`config.mk`:
```
export PLATFORM = sky130hd
export DESIGN_NAME = qspi_mem_ctrl
export DESIGN_NICKNAME = d
export VERILOG_FILES = /design/src/design/qspi_mem_pkg.sv /design/src/design/qspi_phy_if.sv /design/src/design/qspi_txn_if.sv /design/src/design/qspi_mem_ctrl.sv /design/src/design/qspi_phy.sv /design/src/design/qspi_req_decode.sv /design/src/design/qspi_sequencer.sv
export SDC_FILE = /design/constraint.sdc
export NUM_CORES = 1
export LEC_CHECK = 0
export ABC_AREA = 1
export BUFFER_PORTS_ARGS = -buffer_cell sky130_fd_sc_hd__buf_2
export CORE_UTILIZATION = 57
export CTS_BUF_LIST = sky130_fd_sc_hd__clkbuf_8
export CTS_CLUSTER_SIZE = 30
export DETAILED_ROUTE_END_ITERATION = 7
export MAX_ROUTING_LAYER = met4
export PLACE_DENSITY = 0.82
export SYNTH_ARGS = -nofsm -noshare
export SYNTH_HDL_FRONTEND = slang
export SYNTH_HIERARCHICAL = 1
export SYNTH_SLANG_ARGS = --single-unit
```
`constraint.sdc`:
```
create_clock -name clk_i -period 2.95 [get_ports clk_i]
set_input_delay 0.295 -clock clk_i [delete_from_list [all_inputs] [get_ports clk_i]]
set_output_delay 0.295 -clock clk_i [all_outputs]
set_load 0.02 [all_outputs]
```
`src/design/qspi_mem_pkg.sv`:
```
package qspi_mem_pkg;

    // system bus byte address
    typedef logic [31:0] bus_addr_t;

    // address relative to the start of the memory window
    typedef logic [25:0] mem_addr_t;

    typedef logic [31:0] data_t;
    typedef logic [3:0]  nibble_t;   // one slice of the four data lines
    typedef logic [7:0]  cmd_t;

    typedef enum logic {
        SIZE_BYTE,
        SIZE_WORD
    } xfer_size_e;

    localparam cmd_t CMD_READ  = 8'h0A;
    localparam cmd_t CMD_WRITE = 8'h02;

    // the 32-bit command address goes out as eight nibbles
    localparam int CMD_ADDR_NIBBLES = 8;

    typedef enum logic [3:0] {
        ST_IDLE,
        ST_CMD,
        ST_ADDR,
        ST_LATENCY,
        ST_DQS_WAIT,     // read only, memory has not raised its strobe yet
        ST_WRITE,
        ST_READ,
        ST_TAIL,         // lets the last write nibble reach the pins
        ST_DONE
    } seq_state_e;

endpackage

```
`src/design/qspi_phy_if.sv`:
```
`timescale 1ns/100ps

interface qspi_phy_if;
    import qspi_mem_pkg::*;

    logic    sck_en;
    nibble_t tx_nibble;
    logic    tx_oe;      // all four data lines switch together
    logic    rx_en;      // take one nibble this cycle
    logic    rx_clear;
    data_t   rx_word;

    modport seq (
        output sck_en, tx_nibble, tx_oe, rx_en, rx_clear
    );

    // rx_word is written by the pin-level logic only
    modport phy (
        input  sck_en, tx_nibble, tx_oe, rx_en, rx_clear,
        output rx_word
    );

endinterface

```
`src/design/qspi_txn_if.sv`:
```
`timescale 1ns/100ps

interface qspi_txn_if;
    import qspi_mem_pkg::*;

    logic       start;      // one cycle, request accepted
    logic       we;
    xfer_size_e size;
    bus_addr_t  cmd_addr;   // already in row/column form
    data_t      wdata;
    logic       done;       // one cycle, memory side finished
    logic       busy;

    // the decoder only takes a new request while busy is low
    modport dec (
        output start, we, size, cmd_addr, wdata,
        input  done, busy
    );

    modport seq (
        input  start, we, size, cmd_addr, wdata,
        output done, busy
    );

endinterface

```
`src/design/qspi_mem_ctrl.sv`:
```
`timescale 1ns/100ps

module qspi_mem_ctrl #(
    parameter qspi_mem_pkg::bus_addr_t BASE_ADDR      = 32'h1000_0000,
    parameter int unsigned             MEM_SIZE       = 4096,
    parameter int unsigned             LATENCY_CYCLES = 3
) (
    input  logic                     clk_i,
    input  logic                     nrst_i,

    input  logic                     req_i,
    input  logic                     we_i,
    input  qspi_mem_pkg::xfer_size_e size_i,
    input  qspi_mem_pkg::bus_addr_t  addr_i,
    input  qspi_mem_pkg::data_t      wdata_i,
    output logic                     ack_o,
    output qspi_mem_pkg::data_t      rdata_o,

    output logic                     spi_clk_o,
    output logic                     spi_cs_o,      // active low
    output qspi_mem_pkg::nibble_t    spi_sio_o,
    input  qspi_mem_pkg::nibble_t    spi_sio_i,
    output logic                     spi_sio_oe_o,
    input  logic                     spi_dqs_i
);

    qspi_txn_if txn ();
    qspi_phy_if phy ();

    qspi_req_decode #(
        .BASE_ADDR (BASE_ADDR),
        .MEM_SIZE  (MEM_SIZE)
    ) u_decode (
        .clk_i   (clk_i),
        .nrst_i  (nrst_i),
        .req_i   (req_i),
        .we_i    (we_i),
        .size_i  (size_i),
        .addr_i  (addr_i),
        .wdata_i (wdata_i),
        .txn     (txn.dec)
    );

    qspi_sequencer #(
        .LATENCY_CYCLES (LATENCY_CYCLES)
    ) u_sequencer (
        .clk_i     (clk_i),
        .nrst_i    (nrst_i),
        .req_i     (req_i),
        .txn       (txn.seq),
        .phy       (phy.seq),
        .spi_dqs_i (spi_dqs_i),
        .ack_o     (ack_o),
        .spi_cs_o  (spi_cs_o)
    );

    qspi_phy u_phy (
        .clk_i        (clk_i),
        .nrst_i       (nrst_i),
        .phy          (phy.phy),
        .spi_sio_i    (spi_sio_i),
        .spi_clk_o    (spi_clk_o),
        .spi_sio_o    (spi_sio_o),
        .spi_sio_oe_o (spi_sio_oe_o),
        .rdata_o      (rdata_o)
    );

endmodule

```
`src/design/qspi_phy.sv`:
```
`timescale 1ns/100ps

module qspi_phy (
    input  logic                   clk_i,
    input  logic                   nrst_i,
    qspi_phy_if.phy                phy,
    input  qspi_mem_pkg::nibble_t  spi_sio_i,
    output logic                   spi_clk_o,
    output qspi_mem_pkg::nibble_t  spi_sio_o,
    output logic                   spi_sio_oe_o,
    output qspi_mem_pkg::data_t    rdata_o
);

    logic [2:0] rx_idx;     // nibbles taken so far in this read
    logic [2:0] rx_sel;

    // the first nibble of a byte is its high half
    assign rx_sel = {rx_idx[2:1], ~rx_idx[0]};

    always_ff @(posedge clk_i or negedge nrst_i) begin
        if (!nrst_i) begin
            spi_clk_o    <= 1'b0;
            spi_sio_oe_o <= 1'b0;
        end else begin
            spi_clk_o    <= phy.sck_en ? !spi_clk_o : 1'b0;   // idles low
            spi_sio_oe_o <= phy.tx_oe;
        end
    end

    always_ff @(posedge clk_i) begin
        spi_sio_o <= phy.tx_nibble;
    end

    always_ff @(posedge clk_i or negedge nrst_i) begin
        if (!nrst_i) begin
            rx_idx      <= '0;
            phy.rx_word <= '0;
        end else if (phy.rx_clear) begin
            // upper bytes stay zero on a byte read
            rx_idx      <= '0;
            phy.rx_word <= '0;
        end else if (phy.rx_en) begin
            phy.rx_word[rx_sel * 4 +: 4] <= spi_sio_i;
            rx_idx                       <= rx_idx + 3'd1;
        end
    end

    assign rdata_o = phy.rx_word;

    // the bus must be released by the time read data is sampled
    a_no_drive_on_read: assert property (
        @(posedge clk_i) disable iff (!nrst_i)
        phy.rx_en |-> !phy.tx_oe && !spi_sio_oe_o
    );

endmodule

```
`src/design/qspi_req_decode.sv`:
```
`timescale 1ns/100ps

module qspi_req_decode #(
    parameter qspi_mem_pkg::bus_addr_t BASE_ADDR = 32'h1000_0000,
    parameter int unsigned             MEM_SIZE  = 4096
) (
    input  logic                     clk_i,
    input  logic                     nrst_i,
    input  logic                     req_i,
    input  logic                     we_i,
    input  qspi_mem_pkg::xfer_size_e size_i,
    input  qspi_mem_pkg::bus_addr_t  addr_i,
    input  qspi_mem_pkg::data_t      wdata_i,
    qspi_txn_if.dec                  txn
);
    import qspi_mem_pkg::*;

    bus_addr_t   rel_addr;
    mem_addr_t   mem_addr;
    logic [34:0] row_col;
    logic        in_window;
    logic        in_flight;   // covers the start cycle before busy rises
    logic        accept;

    assign rel_addr  = addr_i - BASE_ADDR;
    assign in_window = rel_addr < MEM_SIZE;   // addresses below the base wrap to large values
    assign mem_addr  = rel_addr[25:0];
    assign accept    = req_i && in_window && !txn.busy && !in_flight;

    // the three leading zeros fall off the top of the 32-bit command address
    assign row_col = {3'b000, mem_addr[25:10], 1'b0, mem_addr[9:0], 5'b00000};

    always_ff @(posedge clk_i or negedge nrst_i) begin
        if (!nrst_i) begin
            txn.start <= 1'b0;
            in_flight <= 1'b0;
        end else begin
            txn.start <= accept;
            if (accept) begin
                in_flight <= 1'b1;
            end else if (txn.done) begin
                in_flight <= 1'b0;
            end
        end
    end

    always_ff @(posedge clk_i) begin
        if (accept) begin
            txn.we       <= we_i;
            txn.size     <= size_i;
            txn.wdata    <= wdata_i;
            txn.cmd_addr <= row_col[31:0];
        end
    end

    // the sequencer must be back in idle whenever a new transfer starts
    a_start_not_busy: assert property (
        @(posedge clk_i) disable iff (!nrst_i)
        txn.start |-> !txn.busy
    );

endmodule

```
`src/design/qspi_sequencer.sv`:
```
`timescale 1ns/100ps

module qspi_sequencer #(
    parameter int unsigned LATENCY_CYCLES = 3
) (
    input  logic     clk_i,
    input  logic     nrst_i,
    input  logic     req_i,
    qspi_txn_if.seq  txn,
    qspi_phy_if.seq  phy,
    input  logic     spi_dqs_i,
    output logic     ack_o,
    output logic     spi_cs_o
);
    import qspi_mem_pkg::*;

    // every clk_i cycle is one memory clock edge, so two per latency period
    localparam int             LAT_W     = $clog2(2 * LATENCY_CYCLES);
    localparam logic [LAT_W-1:0] LAT_LAST = LAT_W'(2 * LATENCY_CYCLES - 1);
    localparam logic [2:0]     ADDR_LAST = 3'(CMD_ADDR_NIBBLES - 1);

    seq_state_e       state;
    logic [2:0]       nib_cnt;
    logic [LAT_W-1:0] lat_cnt;
    logic [2:0]       data_last;
    logic [2:0]       addr_sel;
    logic [2:0]       data_sel;
    cmd_t             cmd;

    assign data_last = (txn.size == SIZE_WORD) ? 3'd7 : 3'd1;
    assign cmd       = txn.we ? CMD_WRITE : CMD_READ;
    assign addr_sel  = ADDR_LAST - nib_cnt;              // address goes out msb first
    assign data_sel  = {nib_cnt[2:1], ~nib_cnt[0]};      // byte 0 first, high nibble first

    always_ff @(posedge clk_i or negedge nrst_i) begin
        if (!nrst_i) begin
            state   <= ST_IDLE;
            nib_cnt <= '0;
            lat_cnt <= '0;
        end else begin
            case (state)
                ST_IDLE: begin
                    nib_cnt <= '0;
                    if (txn.start) begin
                        state <= ST_CMD;
                    end
                end

                ST_CMD: begin
                    if (nib_cnt[0]) begin
                        state   <= ST_ADDR;
                        nib_cnt <= '0;
                    end else begin
                        nib_cnt <= nib_cnt + 3'd1;
                    end
                end

                ST_ADDR: begin
                    if (nib_cnt == ADDR_LAST) begin
                        state   <= ST_LATENCY;
                        nib_cnt <= '0;
                        lat_cnt <= LAT_LAST;
                    end else begin
                        nib_cnt <= nib_cnt + 3'd1;
                    end
                end

                ST_LATENCY: begin
                    if (lat_cnt == '0) begin
                        state <= txn.we ? ST_WRITE : ST_DQS_WAIT;
                    end else begin
                        lat_cnt <= lat_cnt - 1'b1;
                    end
                end

                ST_DQS_WAIT: begin
                    if (spi_dqs_i) begin   // memory signals that read data follows
                        state <= ST_READ;
                    end
                end

                ST_WRITE: begin
                    if (nib_cnt == data_last) begin
                        state <= ST_TAIL;
                    end else begin
                        nib_cnt <= nib_cnt + 3'd1;
                    end
                end

                ST_READ: begin
                    if (nib_cnt == data_last) begin
                        state <= ST_DONE;
                    end else begin
                        nib_cnt <= nib_cnt + 3'd1;
                    end
                end

                ST_TAIL: begin
                    state <= ST_DONE;
                end

                ST_DONE: begin
                    if (!req_i) begin   // requester has seen ack fall
                        state <= ST_IDLE;
                    end
                end

                default: begin
                    state <= ST_IDLE;
                end
            endcase
        end
    end

    always_comb begin
        case (state)
            ST_CMD:   phy.tx_nibble = nib_cnt[0] ? cmd[3:0] : cmd[7:4];
            ST_ADDR:  phy.tx_nibble = txn.cmd_addr[addr_sel * 4 +: 4];
            ST_WRITE: phy.tx_nibble = txn.wdata[data_sel * 4 +: 4];
            default:  phy.tx_nibble = '0;
        endcase
    end

    assign phy.sck_en   = state inside {ST_CMD, ST_ADDR, ST_LATENCY, ST_DQS_WAIT,
                                        ST_WRITE, ST_READ};
    assign phy.tx_oe    = state inside {ST_CMD, ST_ADDR, ST_WRITE};
    assign phy.rx_en    = state == ST_READ;
    assign phy.rx_clear = state == ST_DQS_WAIT;

    assign txn.busy = state != ST_IDLE;
    assign txn.done = (state == ST_TAIL) || (state == ST_READ && nib_cnt == data_last);

    assign spi_cs_o = (state == ST_IDLE) || (state == ST_DONE);
    assign ack_o    = !spi_cs_o;

    // the request fields come from the decoder and must hold for the whole transfer
    a_fields_stable: assert property (
        @(posedge clk_i) disable iff (!nrst_i)
        txn.busy && $past(txn.busy) |-> $stable(txn.we) && $stable(txn.size)
            && $stable(txn.cmd_addr) && $stable(txn.wdata)
    );

endmodule

```
* Yosys cells after proc, flatten, opt, wreduce, memory -nomap -nowiden *
Cells that the tools add are included.

cells by class
  bitwise logic cells = 2
  $add $sub $neg = 6
  equal/unequal tests = 20
  shift operators = 4
  reductions and logical operators = 23
  order comparisons = 1
  mux-type cells = 29

operator list
  kind                       number
  $mux W32                   2
  $shiftx A32 B6 Y4          2
  $mux W4                    10
  $pmux W4 S9                1
  $neg A5 Y34                1
  $shift A4 B34 Y32 const A  1
  $shiftx A4 B34 Y32         1
  $bwmux W32                 1
  $lt A32 B13 Y1 const B     1
  $sub A32 B29 Y32 const B   1
  $mux W3                    8
  $eq A4 B3 Y1 const B       4
  $pmux W3 S4                1
  $pmux W4 S3                1
  $ne A2 B1 Y1 const B       5
  $ne A2 B2 Y1 const B       5
  $eq A4 B2 Y1 const B       2
  $reduce_and A8 Y1          1
  $reduce_bool A4 Y1         2
  $add A3 B1 Y3 const B      2
  $pmux W3 S2                1
  $reduce_bool A2 Y1         3
  $reduce_bool A6 Y1         1
  $eq A4 B1 Y1 const B       1
  other kinds (16)           27

storage, ports and cells
  word-level logic and storage cells = 99
  bits of input ports = 74
  output and inout port bits = 40
  register bits = 113

* Logic depth before layout (Yosys ltp) *
  depth after elaboration = 6
  depth in mapped cells = 10
  depth with buffers taken out = 10

* Hierarchy *
The synthesis kept the hierarchy.

by module, submodules not included
  module           sequential area each (µm²)  area an instance (µm²)  times used  cells each
  qspi_phy         1006.0                      2142.1                  1           259
  qspi_req_decode  1851.8                      2004.4                  1           96
  qspi_sequencer   250.2                       1511.4                  1           289

* Least setup slack after synthesis *
Ideal clock, no wire load.

  kind = reg-to-reg
  start = reg u_sequencer.state[3]
  end = reg u_decode.txn.cmd_addr[10] (enable)
  arrival = 2.276 ns
  slack = 0.259 ns
  required time = 2.535 ns
  period minus slack after synthesis = 2.691 ns
  buffers on the path = 0
  cell stages (with the launch flop) = 8
  setup time = 0.415 ns
  cell sequence = dfrtp_1 -> nor2_2 -> nand2_1 -> nor2_1 -> nand2_1 -> nor2_1 -> nand3_1 -> inv_1

on the way
  word-level cells in the longest chain between the ends = 4

RTL lines
  element                           line                   RTL
  start: declaration                qspi_sequencer.sv:22   seq_state_e state;
  start signal: assignment          qspi_sequencer.sv:70   state <= txn.we ? ST_WRITE : ST_DQS_WAIT;
  $reduce_bool A4 Y1                qspi_sequencer.sv:130  assign txn.busy = state != ST_IDLE;
  named net txn.busy                qspi_txn_if.sv:12      logic busy;
  $logic_not A1 Y1                  qspi_req_decode.sv:28  assign accept = req_i && in_window && !txn.busy && !in_flight;
  $logic_and A1 B1 Y1 (2 in a row)  qspi_req_decode.sv:28
  named net u_decode.accept         qspi_req_decode.sv:23  logic accept;
  end signal: assignment            qspi_req_decode.sv:52  txn.cmd_addr <= row_col[31:0];
  end: declaration                  qspi_txn_if.sv:16      output start, we, size, cmd_addr, wdata,

The timed path passes the listed nets, and every way through them passes these cells.
A chain may end at the register's enable or synchronous reset.

* Worst setup path in the final report *
  start = reg u_sequencer.state[3]
  end = reg u_decode.txn.cmd_addr[30] (enable)

The elaborated chain is that of the path after synthesis.

==> summary.txt <==
Status - complete, no violations
Sinks on Clock Net - 113
Height of the die - 102 um
TritonCTS clock tree - done
Pwr dens - 934 mW/mm^2
Hold crit path type - in -> reg
Hold_sp - wdata_i[8]
Root buf cell - clkbuf_8
Post-Layout Cell Count - 878
Share of cells above drive strength 1 - 24.2%
Starting Density - 60.1%
Crit-path max FO - 36
FF+latch area - 0.00311 sq mm
H-tree depth - 4
Port Buffer Count - 113
CORE AREA - 0.00942 sq mm
CTS Buf Count - 17
Hold Violations, Final - 0
Final Max Tran Viols - 0
R2R Path End - u_decode/txn.cmd_addr[30]
RSZ-0062 raised after global routing - no
Die W - 102 um
RD Place Congestion - 0.959
Sequential area share after synthesis - 54.9%
Vias per std cell - 5.28
Reg2reg start - u_sequencer/state[3]
IR drop worst, VDD - 440 uV
Gr usage total - 26.4%
FP Rows - 35
Kind of end point of the critical path - flip-flop
Synth Area per Inst - 8.79 sq um
Design Power - 6.14 mW
Startpoint types - flip-flop
Pre-Repair DR Iteration Count - 5
Pin count of the biggest net entering global routing - 50
YS warnings - 6
Global-route wire length before repair - 19900 um
FF-to-FF path depth - 8
Setup bufs post-CTS - 0
Worst Hold Depth - 1
Worst-Margin Slew - 1060 ps
Synthesized area - 0.00566 sq mm
Final wirelength - 12300 um
Slew Limit Headroom - 29.2%
Vias - 4637
Fmax - 480 MHz
Final core occ - 69.8%
Crit path DAT - 2160 ps
Setup Crit Path Kind - reg -> reg
Clock slew at reported path FFs - 80 ps
Vias in the first global route - 4397
# fillers - 713
DRC - 0
Clk_lat worst skew - 420 ps
Yosys reg bits - 113
Final setup viols - 0
Skew final - 9.83 ps
Post-Syn Instances - 644
Leak - 3.25 nW
Total grt overflow - 0
Initial antenna violation count - 0
Reg2reg setup slack - 870 ps
Worst Path Required - 3030 ps
Dpl hpwl - 8720 um
Area of the die - 0.0103 sq mm
Hold Slack - 38.4 ps
Hold Path End - u_decode/txn.wdata[8]
Total negative slack - 0 ps
Yosys cell types - 32
Period utilization - 70.6%
Placed cells - 843
WL/cell - 14.0 um
IO Pins - 114
CTS Buffer Depth - 2
Final #Nets - 822
Synthesis-to-finish area growth - 16.1%
Antenna Cells - 0
Tmin final - 2080 ps
Detail Route Antenna Nets - 0
Multi-input logic area - 0.00198 sq mm
Initial DRC count - 311
CTS resizes - 0
Max Cap Violations - 0
-- cell families after synthesis --
logic type                 Yosys count  synth area share [%]
adders and majority gates           12                  2.65
other                                1                0.0663
AOI/OAI and AO/OA                   38                  3.67
DFF                                113                  54.9
and+or+nand+nor                    367                  28.4
buffers and inverters              113                  10.3
-- Yosys cell counts (all sizes together) --
| master | number | area [sq um] |
|---|---|---|
| nand2 | 175 | 669 |
| nor2 | 91 | 369 |
| nand3 | 76 | 395 |
| edfxtp | 60 | 1800 |
| inv | 58 | 218 |
| buf | 52 | 355 |
| dfrtp | 49 | 1230 |
| o21ai | 30 | 150 |
| ha | 12 | 150 |
| nand4 | 12 | 75.1 |
| nor3 | 8 | 60.1 |
| dfxtp | 4 | 80.1 |
| o211ai | 4 | 30.0 |
| a21oi | 2 | 13.8 |
| clkbuf | 2 | 7.51 |
| nand3b | 2 | 15.0 |
| or2 | 2 | 12.5 |
| a22oi | 1 | 7.51 |
| clkinv | 1 | 3.75 |
| conb | 1 | 3.75 |
| nor3b | 1 | 7.51 |
| o22ai | 1 | 6.26 |
-- cell usage in the layout (no fill, tap or decap), types with 12 or more instances in the layout --
cell type and instances:
buf_2 113, clkbuf_8 17, dfrtp_1 49, edfxtp_1 60, ha_1 12, inv_1 51
nand2_1 170, nand3_1 73, nand4_1 12, nor2_1 82, o21ai_0 27
-- metal layers --
layer  GRT usage, %  vias up  wire, um
met4           11.7        0       288
met2           44.6      198      6350
met5              -        -         0
li1               -     2247         -
met3           6.00       30       685
met1           30.0     2162      5000
-- cell type report --
cell class,count,share of cell area (%)
Sequential cell,113,47.3
Multi-Input combinational cell,423,30.2
Timing Repair Buffer,122,9.75
Clock buffer,17,3.56
Inverter,59,3.37
Clock inverter,15,3.35
Tap cell,129,2.46
-- state kept, by name, summed over array words and instances (netlist names) --
register	flops
u_decode/txn.cmd_addr	26
u_sequencer/lat_cnt	3
u_decode/txn.start	1
u_phy/spi_clk_o	1
u_decode/txn.we	1
u_phy/rx_idx	3
u_sequencer/state	4
u_decode/txn.wdata	32
u_phy/spi_sio_oe_o	1
u_phy/spi_sio_o	4
u_sequencer/nib_cnt	3
u_decode/txn.size	1
u_decode/in_flight	1
u_phy/phy.rx_word	32
-- metrics by stage --
stage               cell area [sq um]  setup slack, ps
finish                           6570              867
global route                     6570              651
CTS                              6540              848
detailed placement               6090              882
global placement                 6090              966
floorplan                        5680              259
-- critical path, stage by stage (launching register included) --
cell and delay (ps):
dfrtp_1 420, nor2_2 330, nand2_1 130, nor2_1 130, nand2_1 60, nor2_1 90, nand3_1 110, inv_2 80
buf_4 380
-- worst max path at each step --
stage | startpoint | end | slack [ps] | depth (start not counted)
3_3_place_gp | u_sequencer/state[3] | u_decode/txn.wdata[16] | 970 | 8
6_report | u_sequencer/state[3] | u_decode/txn.cmd_addr[30] | 870 | 8
2_1_floorplan | u_sequencer/state[3] | u_decode/txn.cmd_addr[10] | 260 | 7
3_5_place_dp | u_sequencer/state[3] | u_decode/txn.wdata[0] | 880 | 8
5_1_grt | u_sequencer/state[3] | u_decode/txn.cmd_addr[27] | 650 | 8
4_1_cts | u_sequencer/state[3] | u_decode/txn.cmd_addr[24] | 850 | 8
-- where the power goes --
group	internal [mW]	switching [mW]	leakage (nW)
clock network	0.951	0.708	0.226
registers	1.97	0.245	1.22
logic	0.737	1.52	1.80
total	3.66	2.48	3.25
-- what timing repair did --
| action | in CTS | in global routing |
|---|---|---|
| setup endpoints to repair | 0 | 0 |
| hold endpoints to repair | 0 | 3 |
| hold buffers | 0 | 3 |
Note: power is estimated with default switching activity, not from simulation.
